`src/hdl/oscope_pkg.sv`:
```
// oscope shared types
`default_nettype none

package oscope_pkg;

	// host link and sample widths
	typedef logic [7:0] byte_t;
	typedef logic [15:0] sample_t;

	// spi register access
	typedef logic [6:0] spi_addr_t;
	typedef logic [15:0] spi_data_t;

	// read flag, address, data; shifted out msb first
	typedef logic [23:0] spi_frame_t;

	// host command bytes
	typedef enum logic [7:0] {
		CMD_SPI_WRITE = 8'h01,
		CMD_SPI_READ  = 8'h02,
		CMD_ARM       = 8'h03,
		CMD_READ_BUF  = 8'h04
	} cmd_t;

	// response bytes
	localparam byte_t RESP_ACK = 8'hA5;
	localparam byte_t RESP_BAD = 8'hEE;

	// command decoder states
	typedef enum logic [3:0] {
		DEC_IDLE,
		DEC_ARGS,
		DEC_SPI_START,
		DEC_SPI_WAIT,
		DEC_ARM,
		DEC_CAP_WAIT,
		DEC_BUF_WAIT,
		DEC_BUF_LOAD,
		DEC_TX
	} dec_state_t;

endpackage

`default_nettype wire

```
`src/hdl/spi_chain_master.sv`:
```
// spi frame master
`default_nettype none
`timescale 1ns/1ps

module spi_chain_master #(
	parameter int SPI_CLK_DIV = 2
) (
	input wire lb_clk_i,
	input wire rst_i,
	input wire start_i,
	input wire oscope_pkg::spi_frame_t frame_i,
	output logic busy_o,
	output oscope_pkg::spi_data_t rdbk_o,
	output logic spi_sclk_o,
	output logic spi_mosi_o,
	input wire spi_miso_i,
	output logic spi_ssb_o
);
	import oscope_pkg::*;

	localparam int DIV_W = $clog2(SPI_CLK_DIV + 1);
	// two sclk edges per frame bit
	localparam int HALF_CNT = 2 * $bits(spi_frame_t);

	logic [DIV_W-1:0] div_cnt;
	logic [5:0] half_cnt;
	logic tick;
	logic frame_end;
	spi_frame_t tx_sr;
	spi_data_t rx_sr;

	assign tick = (div_cnt == DIV_W'(SPI_CLK_DIV - 1));
	assign frame_end = (half_cnt == 6'(HALF_CNT));
	assign spi_mosi_o = tx_sr[$bits(spi_frame_t)-1];
	assign rdbk_o = rx_sr;

	always_ff @(posedge lb_clk_i) begin
		if (rst_i) begin
			busy_o <= 1'b0;
			spi_ssb_o <= 1'b1;
			spi_sclk_o <= 1'b0;
			div_cnt <= '0;
			half_cnt <= '0;
			tx_sr <= '0;
		end else if (!busy_o) begin
			if (start_i) begin
				busy_o <= 1'b1;
				spi_ssb_o <= 1'b0;
				tx_sr <= frame_i;
				div_cnt <= '0;
				half_cnt <= '0;
			end
		end else if (frame_end) begin
			// one extra cycle with sclk low before ssb rises
			busy_o <= 1'b0;
			spi_ssb_o <= 1'b1;
		end else if (tick) begin
			div_cnt <= '0;
			spi_sclk_o <= ~spi_sclk_o;
			half_cnt <= half_cnt + 6'd1;
			// next bit on the falling edge
			if (spi_sclk_o)
				tx_sr <= tx_sr << 1;
		end else begin
			div_cnt <= div_cnt + 1'b1;
		end
	end

	// miso sampled on the rising edge, last 16 bits kept
	always_ff @(posedge lb_clk_i) begin
		if (busy_o && !frame_end && tick && !spi_sclk_o)
			rx_sr <= {rx_sr[$bits(spi_data_t)-2:0], spi_miso_i};
	end

endmodule

`default_nettype wire

```
`src/hdl/sample_capture.sv`:
```
// adc sample capture buffer
`default_nettype none
`timescale 1ns/1ps

module sample_capture #(
	parameter int CAPTURE_DEPTH = 16
) (
	input wire lb_clk_i,
	input wire rst_i,
	input wire oscope_pkg::sample_t adc_data_i,
	input wire adc_valid_i,
	input wire arm_i,
	output logic done_o,
	input wire [$clog2(CAPTURE_DEPTH)-1:0] rd_addr_i,
	output oscope_pkg::sample_t rd_data_o
);
	import oscope_pkg::*;

	localparam int ADDR_W = $clog2(CAPTURE_DEPTH);

	sample_t mem [CAPTURE_DEPTH];
	sample_t adc_q;
	logic adc_valid_q;
	logic armed;
	logic [ADDR_W-1:0] wr_ptr;
	logic wr_en;

	assign wr_en = armed && adc_valid_q && !arm_i;

	// input stage, sample lands in memory one cycle later
	always_ff @(posedge lb_clk_i) begin
		adc_q <= adc_data_i;
	end

	always_ff @(posedge lb_clk_i) begin
		if (rst_i) begin
			adc_valid_q <= 1'b0;
			armed <= 1'b0;
			done_o <= 1'b0;
			wr_ptr <= '0;
		end else begin
			adc_valid_q <= adc_valid_i;
			if (arm_i) begin
				armed <= 1'b1;
				done_o <= 1'b0;
				wr_ptr <= '0;
			end else if (wr_en) begin
				wr_ptr <= wr_ptr + 1'b1;
				// buffer full, stop until the next arm
				if (wr_ptr == ADDR_W'(CAPTURE_DEPTH - 1)) begin
					armed <= 1'b0;
					done_o <= 1'b1;
				end
			end
		end
	end

	always_ff @(posedge lb_clk_i) begin
		if (wr_en)
			mem[wr_ptr] <= adc_q;
	end

	// registered read port
	always_ff @(posedge lb_clk_i) begin
		rd_data_o <= mem[rd_addr_i];
	end

endmodule

`default_nettype wire

```
`src/hdl/host_cmd_decoder.sv`:
```
// host command decoder
`default_nettype none
`timescale 1ns/1ps

module host_cmd_decoder #(
	parameter int CAPTURE_DEPTH = 16
) (
	input wire lb_clk_i,
	input wire rst_i,
	input wire oscope_pkg::byte_t host_rx_data_i,
	input wire host_rx_valid_i,
	output logic host_rx_ready_o,
	output oscope_pkg::byte_t host_tx_data_o,
	output logic host_tx_valid_o,
	input wire host_tx_ready_i,
	output logic spi_start_o,
	output oscope_pkg::spi_frame_t spi_frame_o,
	input wire spi_busy_i,
	input wire oscope_pkg::spi_data_t spi_rdbk_i,
	output logic cap_arm_o,
	input wire cap_done_i,
	output logic [$clog2(CAPTURE_DEPTH)-1:0] buf_addr_o,
	input wire oscope_pkg::sample_t buf_data_i
);
	import oscope_pkg::*;

	localparam int ADDR_W = $clog2(CAPTURE_DEPTH);

	dec_state_t state;
	byte_t cmd_q;
	byte_t tx_next_q;
	logic more_q;
	logic [1:0] arg_idx;
	logic [1:0] arg_last;
	logic rx_fire;

	assign host_rx_ready_o = (state == DEC_IDLE) || (state == DEC_ARGS);
	assign rx_fire = host_rx_valid_i && host_rx_ready_o;
	assign spi_start_o = (state == DEC_SPI_START);
	assign cap_arm_o = (state == DEC_ARM);
	assign arg_last = (cmd_q == CMD_SPI_READ) ? 2'd0 : 2'd2;

	always_ff @(posedge lb_clk_i) begin
		if (rst_i) begin
			state <= DEC_IDLE;
			host_tx_valid_o <= 1'b0;
			more_q <= 1'b0;
			arg_idx <= 2'd0;
			buf_addr_o <= '0;
		end else begin
			case (state)
			DEC_IDLE: begin
				if (rx_fire) begin
					cmd_q <= host_rx_data_i;
					arg_idx <= 2'd0;
					case (host_rx_data_i)
					CMD_SPI_WRITE, CMD_SPI_READ: begin
						spi_frame_o <= {(host_rx_data_i == CMD_SPI_READ), spi_addr_t'(0),
							spi_data_t'(0)};
						state <= DEC_ARGS;
					end
					CMD_ARM: state <= DEC_ARM;
					CMD_READ_BUF: begin
						buf_addr_o <= '0;
						state <= DEC_BUF_WAIT;
					end
					default: begin
						host_tx_data_o <= RESP_BAD;
						host_tx_valid_o <= 1'b1;
						more_q <= 1'b0;
						state <= DEC_TX;
					end
					endcase
				end
			end
			DEC_ARGS: begin
				if (rx_fire) begin
					// address first, then data high and low
					case (arg_idx)
					2'd0: spi_frame_o[22:16] <= host_rx_data_i[$bits(spi_addr_t)-1:0];
					2'd1: spi_frame_o[15:8] <= host_rx_data_i;
					default: spi_frame_o[7:0] <= host_rx_data_i;
					endcase
					arg_idx <= arg_idx + 2'd1;
					if (arg_idx == arg_last)
						state <= DEC_SPI_START;
				end
			end
			DEC_SPI_START: state <= DEC_SPI_WAIT;
			DEC_SPI_WAIT: begin
				if (!spi_busy_i) begin
					host_tx_valid_o <= 1'b1;
					state <= DEC_TX;
					if (cmd_q == CMD_SPI_READ) begin
						host_tx_data_o <= spi_rdbk_i[15:8];
						tx_next_q <= spi_rdbk_i[7:0];
						more_q <= 1'b1;
					end else begin
						host_tx_data_o <= RESP_ACK;
						more_q <= 1'b0;
					end
				end
			end
			DEC_ARM: state <= DEC_CAP_WAIT;
			DEC_CAP_WAIT: begin
				if (cap_done_i) begin
					host_tx_data_o <= RESP_ACK;
					host_tx_valid_o <= 1'b1;
					more_q <= 1'b0;
					state <= DEC_TX;
				end
			end
			// synchronous buffer read, data one cycle behind the address
			DEC_BUF_WAIT: state <= DEC_BUF_LOAD;
			DEC_BUF_LOAD: begin
				host_tx_data_o <= buf_data_i[15:8];
				tx_next_q <= buf_data_i[7:0];
				more_q <= 1'b1;
				host_tx_valid_o <= 1'b1;
				state <= DEC_TX;
			end
			DEC_TX: begin
				if (host_tx_ready_i) begin
					if (more_q) begin
						host_tx_data_o <= tx_next_q;
						more_q <= 1'b0;
					end else begin
						host_tx_valid_o <= 1'b0;
						if (cmd_q == CMD_READ_BUF &&
								buf_addr_o != ADDR_W'(CAPTURE_DEPTH - 1)) begin
							buf_addr_o <= buf_addr_o + 1'b1;
							state <= DEC_BUF_WAIT;
						end else begin
							state <= DEC_IDLE;
						end
					end
				end
			end
			default: state <= DEC_IDLE;
			endcase
		end
	end

endmodule

`default_nettype wire

```
`src/hdl/oscope_top.sv`:
```
// oscope top level
`default_nettype none
`timescale 1ns/1ps

module oscope_top #(
	parameter int SPI_CLK_DIV = 2,
	parameter int CAPTURE_DEPTH = 16
) (
	input wire lb_clk_i,
	input wire rst_i,
	input wire oscope_pkg::byte_t host_rx_data_i,
	input wire host_rx_valid_i,
	output logic host_rx_ready_o,
	output oscope_pkg::byte_t host_tx_data_o,
	output logic host_tx_valid_o,
	input wire host_tx_ready_i,
	input wire oscope_pkg::sample_t adc_data_i,
	input wire adc_valid_i,
	output logic spi_sclk_o,
	output logic spi_mosi_o,
	input wire spi_miso_i,
	output logic spi_ssb_o
);
	import oscope_pkg::*;

	localparam int ADDR_W = $clog2(CAPTURE_DEPTH);

	logic spi_start;
	spi_frame_t spi_frame;
	logic spi_busy;
	spi_data_t spi_rdbk;
	logic cap_arm;
	logic cap_done;
	logic [ADDR_W-1:0] buf_addr;
	sample_t buf_data;

	// command parsing and responses
	host_cmd_decoder #(.CAPTURE_DEPTH(CAPTURE_DEPTH)) host_cmd_decoder(
		.lb_clk_i(lb_clk_i),
		.rst_i(rst_i),
		.host_rx_data_i(host_rx_data_i),
		.host_rx_valid_i(host_rx_valid_i),
		.host_rx_ready_o(host_rx_ready_o),
		.host_tx_data_o(host_tx_data_o),
		.host_tx_valid_o(host_tx_valid_o),
		.host_tx_ready_i(host_tx_ready_i),
		.spi_start_o(spi_start),
		.spi_frame_o(spi_frame),
		.spi_busy_i(spi_busy),
		.spi_rdbk_i(spi_rdbk),
		.cap_arm_o(cap_arm),
		.cap_done_i(cap_done),
		.buf_addr_o(buf_addr),
		.buf_data_i(buf_data)
	);

	spi_chain_master #(.SPI_CLK_DIV(SPI_CLK_DIV)) spi_chain_master(
		.lb_clk_i(lb_clk_i),
		.rst_i(rst_i),
		.start_i(spi_start),
		.frame_i(spi_frame),
		.busy_o(spi_busy),
		.rdbk_o(spi_rdbk),
		.spi_sclk_o(spi_sclk_o),
		.spi_mosi_o(spi_mosi_o),
		.spi_miso_i(spi_miso_i),
		.spi_ssb_o(spi_ssb_o)
	);

	sample_capture #(.CAPTURE_DEPTH(CAPTURE_DEPTH)) sample_capture(
		.lb_clk_i(lb_clk_i),
		.rst_i(rst_i),
		.adc_data_i(adc_data_i),
		.adc_valid_i(adc_valid_i),
		.arm_i(cap_arm),
		.done_o(cap_done),
		.rd_addr_i(buf_addr),
		.rd_data_o(buf_data)
	);

endmodule

`default_nettype wire

```
`config.mk`:
```
export PLATFORM = sky130hd
export DESIGN_NAME = oscope_top
export DESIGN_NICKNAME = d
export VERILOG_FILES = /design/src/hdl/oscope_pkg.sv /design/src/hdl/spi_chain_master.sv /design/src/hdl/sample_capture.sv /design/src/hdl/host_cmd_decoder.sv /design/src/hdl/oscope_top.sv
export SDC_FILE = /design/constraint.sdc
export NUM_CORES = 1
export LEC_CHECK = 0
export ABC_CLOCK_PERIOD_IN_PS = 8510
export BUFFER_PORTS_ARGS = -buffer_cell sky130_fd_sc_hd__buf_4
export CAP_MARGIN = 5
export CORE_ASPECT_RATIO = 1.25
export CORE_UTILIZATION = 60
export CTS_BUF_LIST = sky130_fd_sc_hd__clkbuf_4
export CTS_CLUSTER_DIAMETER = 60
export CTS_CLUSTER_SIZE = 40
export DETAILED_ROUTE_END_ITERATION = 6
export PLACE_DENSITY = 0.87
export REMOVE_ABC_BUFFERS = 1
export SYNTH_ARGS = -nofsm -noshare
export SYNTH_HDL_FRONTEND = slang
export SYNTH_SLANG_ARGS = --single-unit
export TNS_END_PERCENT = 100
```
`constraint.sdc`:
```
create_clock -name lb_clk_i -period 8.51 [get_ports lb_clk_i]
set_input_delay 0.851 -clock lb_clk_i [delete_from_list [all_inputs] [get_ports lb_clk_i]]
set_output_delay 0.851 -clock lb_clk_i [all_outputs]
set_load 0.01 [all_outputs]
```
[Word level (Yosys, flattened, before mapping)]
Memory sizes are Yosys's and may differ from the RTL's. A register that Yosys moved wholly into a read port is not among the register bits.
Index checks and enable logic that the tools add are counted.
Word-level totals
  input bits: 30
  memories kept: 1
  flip-flop bits (word level): 134
  output and inout bits: 13
  logic and storage cells: 192
  RAM bits: 256
Cells by class
  reduce and logical (&&, ||, !) cells: 43
  bitwise operators: 3
  muxes and demuxes: 76
  add/subtract/negate cells: 5
  equal/unequal tests: 40
Memories
  sample_capture.mem: words 16, width 16, rd ports 1, clocked after memory_dff 1, wr ports 1, line sample_capture.sv:21  | sample_t mem [CAPTURE_DEPTH];
Operators by type and width (count)
  24-bit 2-to-1 mux: 5
  8-bit 2-to-1 mux: 11
  23-bit 2-to-1 mux: 3
  4-bit 2-to-1 mux: 12
  23-bit case mux with 2 select lines: 1
  8-bit case mux with 5 select lines: 1
  4-bit case mux with 9 select lines: 1
  6-bit AND reduction: 5
  2-bit inequality test, second input constant: 14
  8-bit by 2-bit equality test with 1-bit output, second input constant: 3
  6-bit 2-to-1 mux: 4
  1-bit 2-to-1 mux: 23
  4-bit by 3-bit equality test with 1-bit output, second input constant: 4
  8-bit by 3-bit equality test with 1-bit output, second input constant: 2
  8-bit case mux with 2 select lines: 1
  2-bit 2-to-1 mux: 7
  7-bit AND reduction: 2
  2-bit by 1-bit inequality test with 1-bit output, second input constant: 6
  4-bit case mux with 3 select lines: 1
  3-bit AND reduction: 4
  4-bit AND reduction: 3
  2-bit nonzero test: 6
  1-bit case mux with 5 select lines: 2
  4-bit by 1-bit adder with 4-bit output, second input constant: 2
  25 further kinds: 44

[Logic depth before layout (Yosys ltp)]
  depth in word-level cells: 6
  mapped depth: 8
  gate-level depth less buffers: 7

[By module]
From an unflattened synthesis, not the netlist that was laid out.
Unflattened totals
  cells, all modules: 912
  area, all modules: 15642.5 µm²
By module, submodules not included
  sample_capture: cells each 483, instances 1, seq. area each 8468.1 µm², area each 10701.5 µm²
  host_cmd_decoder: cells each 243, instances 1, seq. area each 1681.6 µm², area each 2895.3 µm²
  spi_chain_master: cells each 186, instances 1, seq. area each 1181.1 µm², area each 2045.7 µm²

[Worst setup path after synthesis]
No wires, ideal clock.
  path type: flip-flop to flip-flop
  start: register host_cmd_decoder.state[0]
  end: memory sample_capture.mem[3][0] in the netlist's numbering (enable)
  data required time: 8.101 ns
  arrival time: 2.292 ns
  buffers on the path: 1
  setup time: 0.409 ns
  setup slack: 5.809 ns
  cell stages (with the launch flop): 6
  clock period less this slack: 2.701 ns
  cells stage by stage: dfxtp_1 > buf_2 > nor2_1 > a21oi_2 > nand2_1 > nor3_1
Between the ends
  word-level cells in the longest chain between the ends: 5
Ends and longest elaborated chain
  start, declared: line host_cmd_decoder.sv:29  | dec_state_t state;
  start signal, assigned: line host_cmd_decoder.sv:45  | state <= DEC_IDLE;
  start signal, assigned: line host_cmd_decoder.sv:60  | state <= DEC_ARGS;
  start signal, assigned: line host_cmd_decoder.sv:62  | CMD_ARM: state <= DEC_ARM;
  4-bit by 3-bit equality test with 1-bit output: line host_cmd_decoder.sv:40  | assign cap_arm_o = (state == DEC_ARM);
  1-bit zero test: line sample_capture.sv:28  | assign wr_en = armed && adc_valid_q && !arm_i;
  1-bit logical AND: line sample_capture.sv:28
  1-bit 2-to-1 mux: line sample_capture.sv:59  | if (wr_en)
  1-bit 2-to-1 mux (not written as such): line sample_capture.sv:60  | mem[wr_ptr] <= adc_q;
  end, declared: line sample_capture.sv:21
No other way between the ends.

[Final worst setup path]
  start: register host_cmd_decoder.state[1]
  end: memory sample_capture.mem[1][13] in the netlist's numbering (enable)
The elaborated chain is that of the path after synthesis.

==> results.cfg <==
[run_status]
status = complete, no violations

[layout]
final_area_mm2 = 0.01651
fillers = 1625
multi_input_area_mm2 = 0.003936
syn2layout_area_growth_pct = 6.633
regArea_mm2 = 0.01134
fin_nets = 935
layout-drive-gt1-share_pct = 22.53

[timing]
slew_headroom_pct = 17.00
setup-tns-final_ns = 0
clock_skew_ns = 0.05175
rsz0062_at_grt = false
min_period_ns = 3.102
finalCritPeriodShare_pct = 36.45
fmax_mhz = 322.4
finalHoldViolations = 0
maxSlewViolCount = 0
worst_pin_slew_ns = 1.244
finalSetupViolCount = 0

[synthesis]
syn_area_per_cell_um2 = 17.92
synth_most_common_cell = edfxtp_1
synth_top_area_cell = edfxtp_1
synthFlopType = edfxtp_1
synth_edf_count = 320
synth_area_mm2 = 0.01549
ys_seq_area_share_pct = 73.17
synthTopCellsByCount = edfxtp_1, dfxtp_1, mux4_2
postSynthCellCount = 864
synth_area_leaders = edfxtp_1, mux4_2, dfxtp_1
synth_warnings = 0
synth_top_cell_area_share_pct = 62.05
ys_ff_latch = 406
synth.distinct_cells = 63
async_reset_ff_share_pct = 0

[power]
p_total_mw = 3.054
p_leak_nw = 5.081
power_density_mw_per_mm2 = 185.0
worst_ir_drop_vdd_uv = 151.9

[cts]
cts_resized = 0
cts.reportedPaths.clkPinSlew_ns = 0.27
cts_root_buf = clkbuf_4
clk_latency_ns = 0.79
ctsHoldBuffers = 0
postCtsSetupBuffers = 0
cts_tree = done
numCtsBuffers = 20
htreeDepth = 1
clockBufferDepth = 3
cts_sinks = 406

[detailed_routing]
first_pass_iters = 5
vias = 7795
routed_wl_mm = 29.72
vias_per_cell = 6.251
wl_per_cell_um = 23.83
drc_errors = 0
drt_iter0_markers = 664
antenna_left = 0

[global_route]
grt_pass1_vias = 7901
grt_max_degree = 68
grt_usage_pct = 22.92
grt_pass1_wl_mm = 45.50
antenna_found_initial = 3
grt.overflow.total = 0

[die]
rows = 65
die_w_um = 145.7
die_h_um = 181.6
start_util_pct = 61.23
dieArea_mm2 = 0.02646
ios = 43
core_mm2 = 0.02529

[setup_path]
crit_type = flip-flop to flip-flop
critical_path.max_stage_delay_ns = 0.78
critPathArrivalTime_ns = 3.57
start_kind = flip-flop
worst-path-max-fanout = 19
path_delay_family = simple AND/OR/NAND/NOR gates
cp_num_buf_inv = 1
cp.required_ns = 8.98
cpMaxStageDelayCell = dfxtp_1
end_kind = flip-flop
ff2ff_path_depth = 5
crit_path_cell_trace = nor2b_1 > a21oi_2 > nand2_1 > nor3_2 > buf_4
cp.depth = 5

[place]
port_buffers = 42
dp_hpwl_mm = 18.48
place_area_mm2 = 0.01613
place.gp.congestion = 0.8754

[hold_path]
hold_class = input pin to flip-flop
hold_depth = 1

[run]
cap_violations = 0
cells in the final DEF, fill, tap and decap left out, types with 3 or more instances in the layout:
cell type	instances
edfxtp_1	320
dfxtp_1	84
mux4_2	80
nor2_1	57
buf_4	52
nand2_1	36
mux2i_1	27
a211oi_1	24
a21oi_1	22
clkbuf_4	21
nor2_2	13
inv_1	12
and3_1	9
ha_1	9
nor3_1	8
mux2_2	8
o21ai_0	7
nand2b_1	6
nand3_1	6
clkinv_8	6
nor2b_1	5
xnor2_1	5
nor4_2	4
nand3b_1	4
nor3_2	4
xor2_1	4
o21ai_1	4
nand4_1	4
nand4b_1	3
a22oi_1	3
o211ai_1	3
o22ai_1	3
or2_2	3
nor3b_1	3
or3_1	3
a21o_1	3
metal layers:
metal | wire, um | global-route usage (%) | up-vias | part of all wire, %
met5 | 18 | 0 | - | 0.061
met4 | 853 | 8.589 | 2 | 2.9
met3 | 1535 | 2.789 | 66 | 5.2
met2 | 15620 | 40.31 | 294 | 53
met1 | 11690 | 29.38 | 3950 | 39
li1 | - | - | 3483 | -
final timing paths:
check | startpoint | endpoint | slack, ns
worst min-delay path | adc_data_i[4] | sample_capture.adc_q[4] | 0.16
worst min register to register | spi_chain_master.rdbk_o[2] | spi_chain_master.rdbk_o[3] | 0.48
worst max register to register | host_cmd_decoder.state[1] | sample_capture.mem[1][13] | 5.41
worst max-delay path | host_cmd_decoder.state[1] | sample_capture.mem[1][13] | 5.41
layout make-up:
cell class	instances	area share, %
Tap cell	335	2.538
Multi-Input combinational cell	404	23.84
Sequential cell	406	68.65
Clock buffer	21	0.9547
Clock inverter	15	1.356
Timing Repair Buffer	52	2.364
Inverter	12	0.2728
Antenna cell	2	0.03031
worst register-to-register path, cell delays in order, from the launching register on:
cell	delay, ns
dfxtp_1	0.78
nor2b_1	0.25
a21oi_2	0.42
nand2_1	0.27
nor3_2	0.75
buf_4	0.35
power breakdown:
part	internal, mW	switching [mW]
clock network	0.197	0.619
registers	2.15	0.0236
logic	0.0286	0.0391
total	2.37	0.682
cells by family (layout without fill, tap and decap cells):
family | Yosys count | count (layout) | synth area share, %
other | 0 | 2 | 0
xor gates and xnor gates | 9 | 9 | 0.5090
and+or+nand+nor | 181 | 181 | 5.955
DFF | 406 | 406 | 73.17
buffers and inverters | 54 | 100 | 1.737
muxes | 115 | 115 | 13.96
adders and majority gates | 9 | 9 | 0.7272
AOI/OAI and AO/OA | 90 | 90 | 3.943
through the flow:
stage	utilization, %	instances	setup WS (ns)	hold WS [ns]
floorplan	-	822	4.371	0.4204
global placement	63.76	1209	5.604	0.4268
detailed placement	63.76	1209	5.479	0.4341
CTS	65.27	1245	5.458	0.1074
global route	65.29	1247	5.249	0.09157
finish	65.29	1247	5.408	0.1623
sequential cells by signal, indices dropped and copies added, names as in the netlist:
| register | flops |
|---|---|
| host_cmd_decoder.tx_next_q | 8 |
| host_cmd_decoder.buf_addr_o | 4 |
| sample_capture.mem | 256 |
| sample_capture.rd_data_o | 16 |
| host_cmd_decoder.host_tx_data_o | 8 |
| host_cmd_decoder.host_tx_valid_o | 1 |
| sample_capture.armed | 1 |
| host_cmd_decoder.state | 4 |
| spi_chain_master.rdbk_o | 16 |
| host_cmd_decoder.arg_idx | 2 |
| spi_chain_master.tx_sr | 24 |
| sample_capture.done_o | 1 |
| spi_chain_master.half_cnt | 6 |
| spi_chain_master.busy_o | 1 |
| host_cmd_decoder.spi_frame_o | 24 |
| spi_chain_master.spi_sclk_o | 1 |
| spi_chain_master.div_cnt | 2 |
| sample_capture.adc_valid_q | 1 |
| sample_capture.wr_ptr | 4 |
| host_cmd_decoder.more_q | 1 |
| spi_chain_master.spi_ssb_o | 1 |
| host_cmd_decoder.cmd_q | 8 |
| sample_capture.adc_q | 16 |
Note: power is estimated with default switching activity, not from simulation.
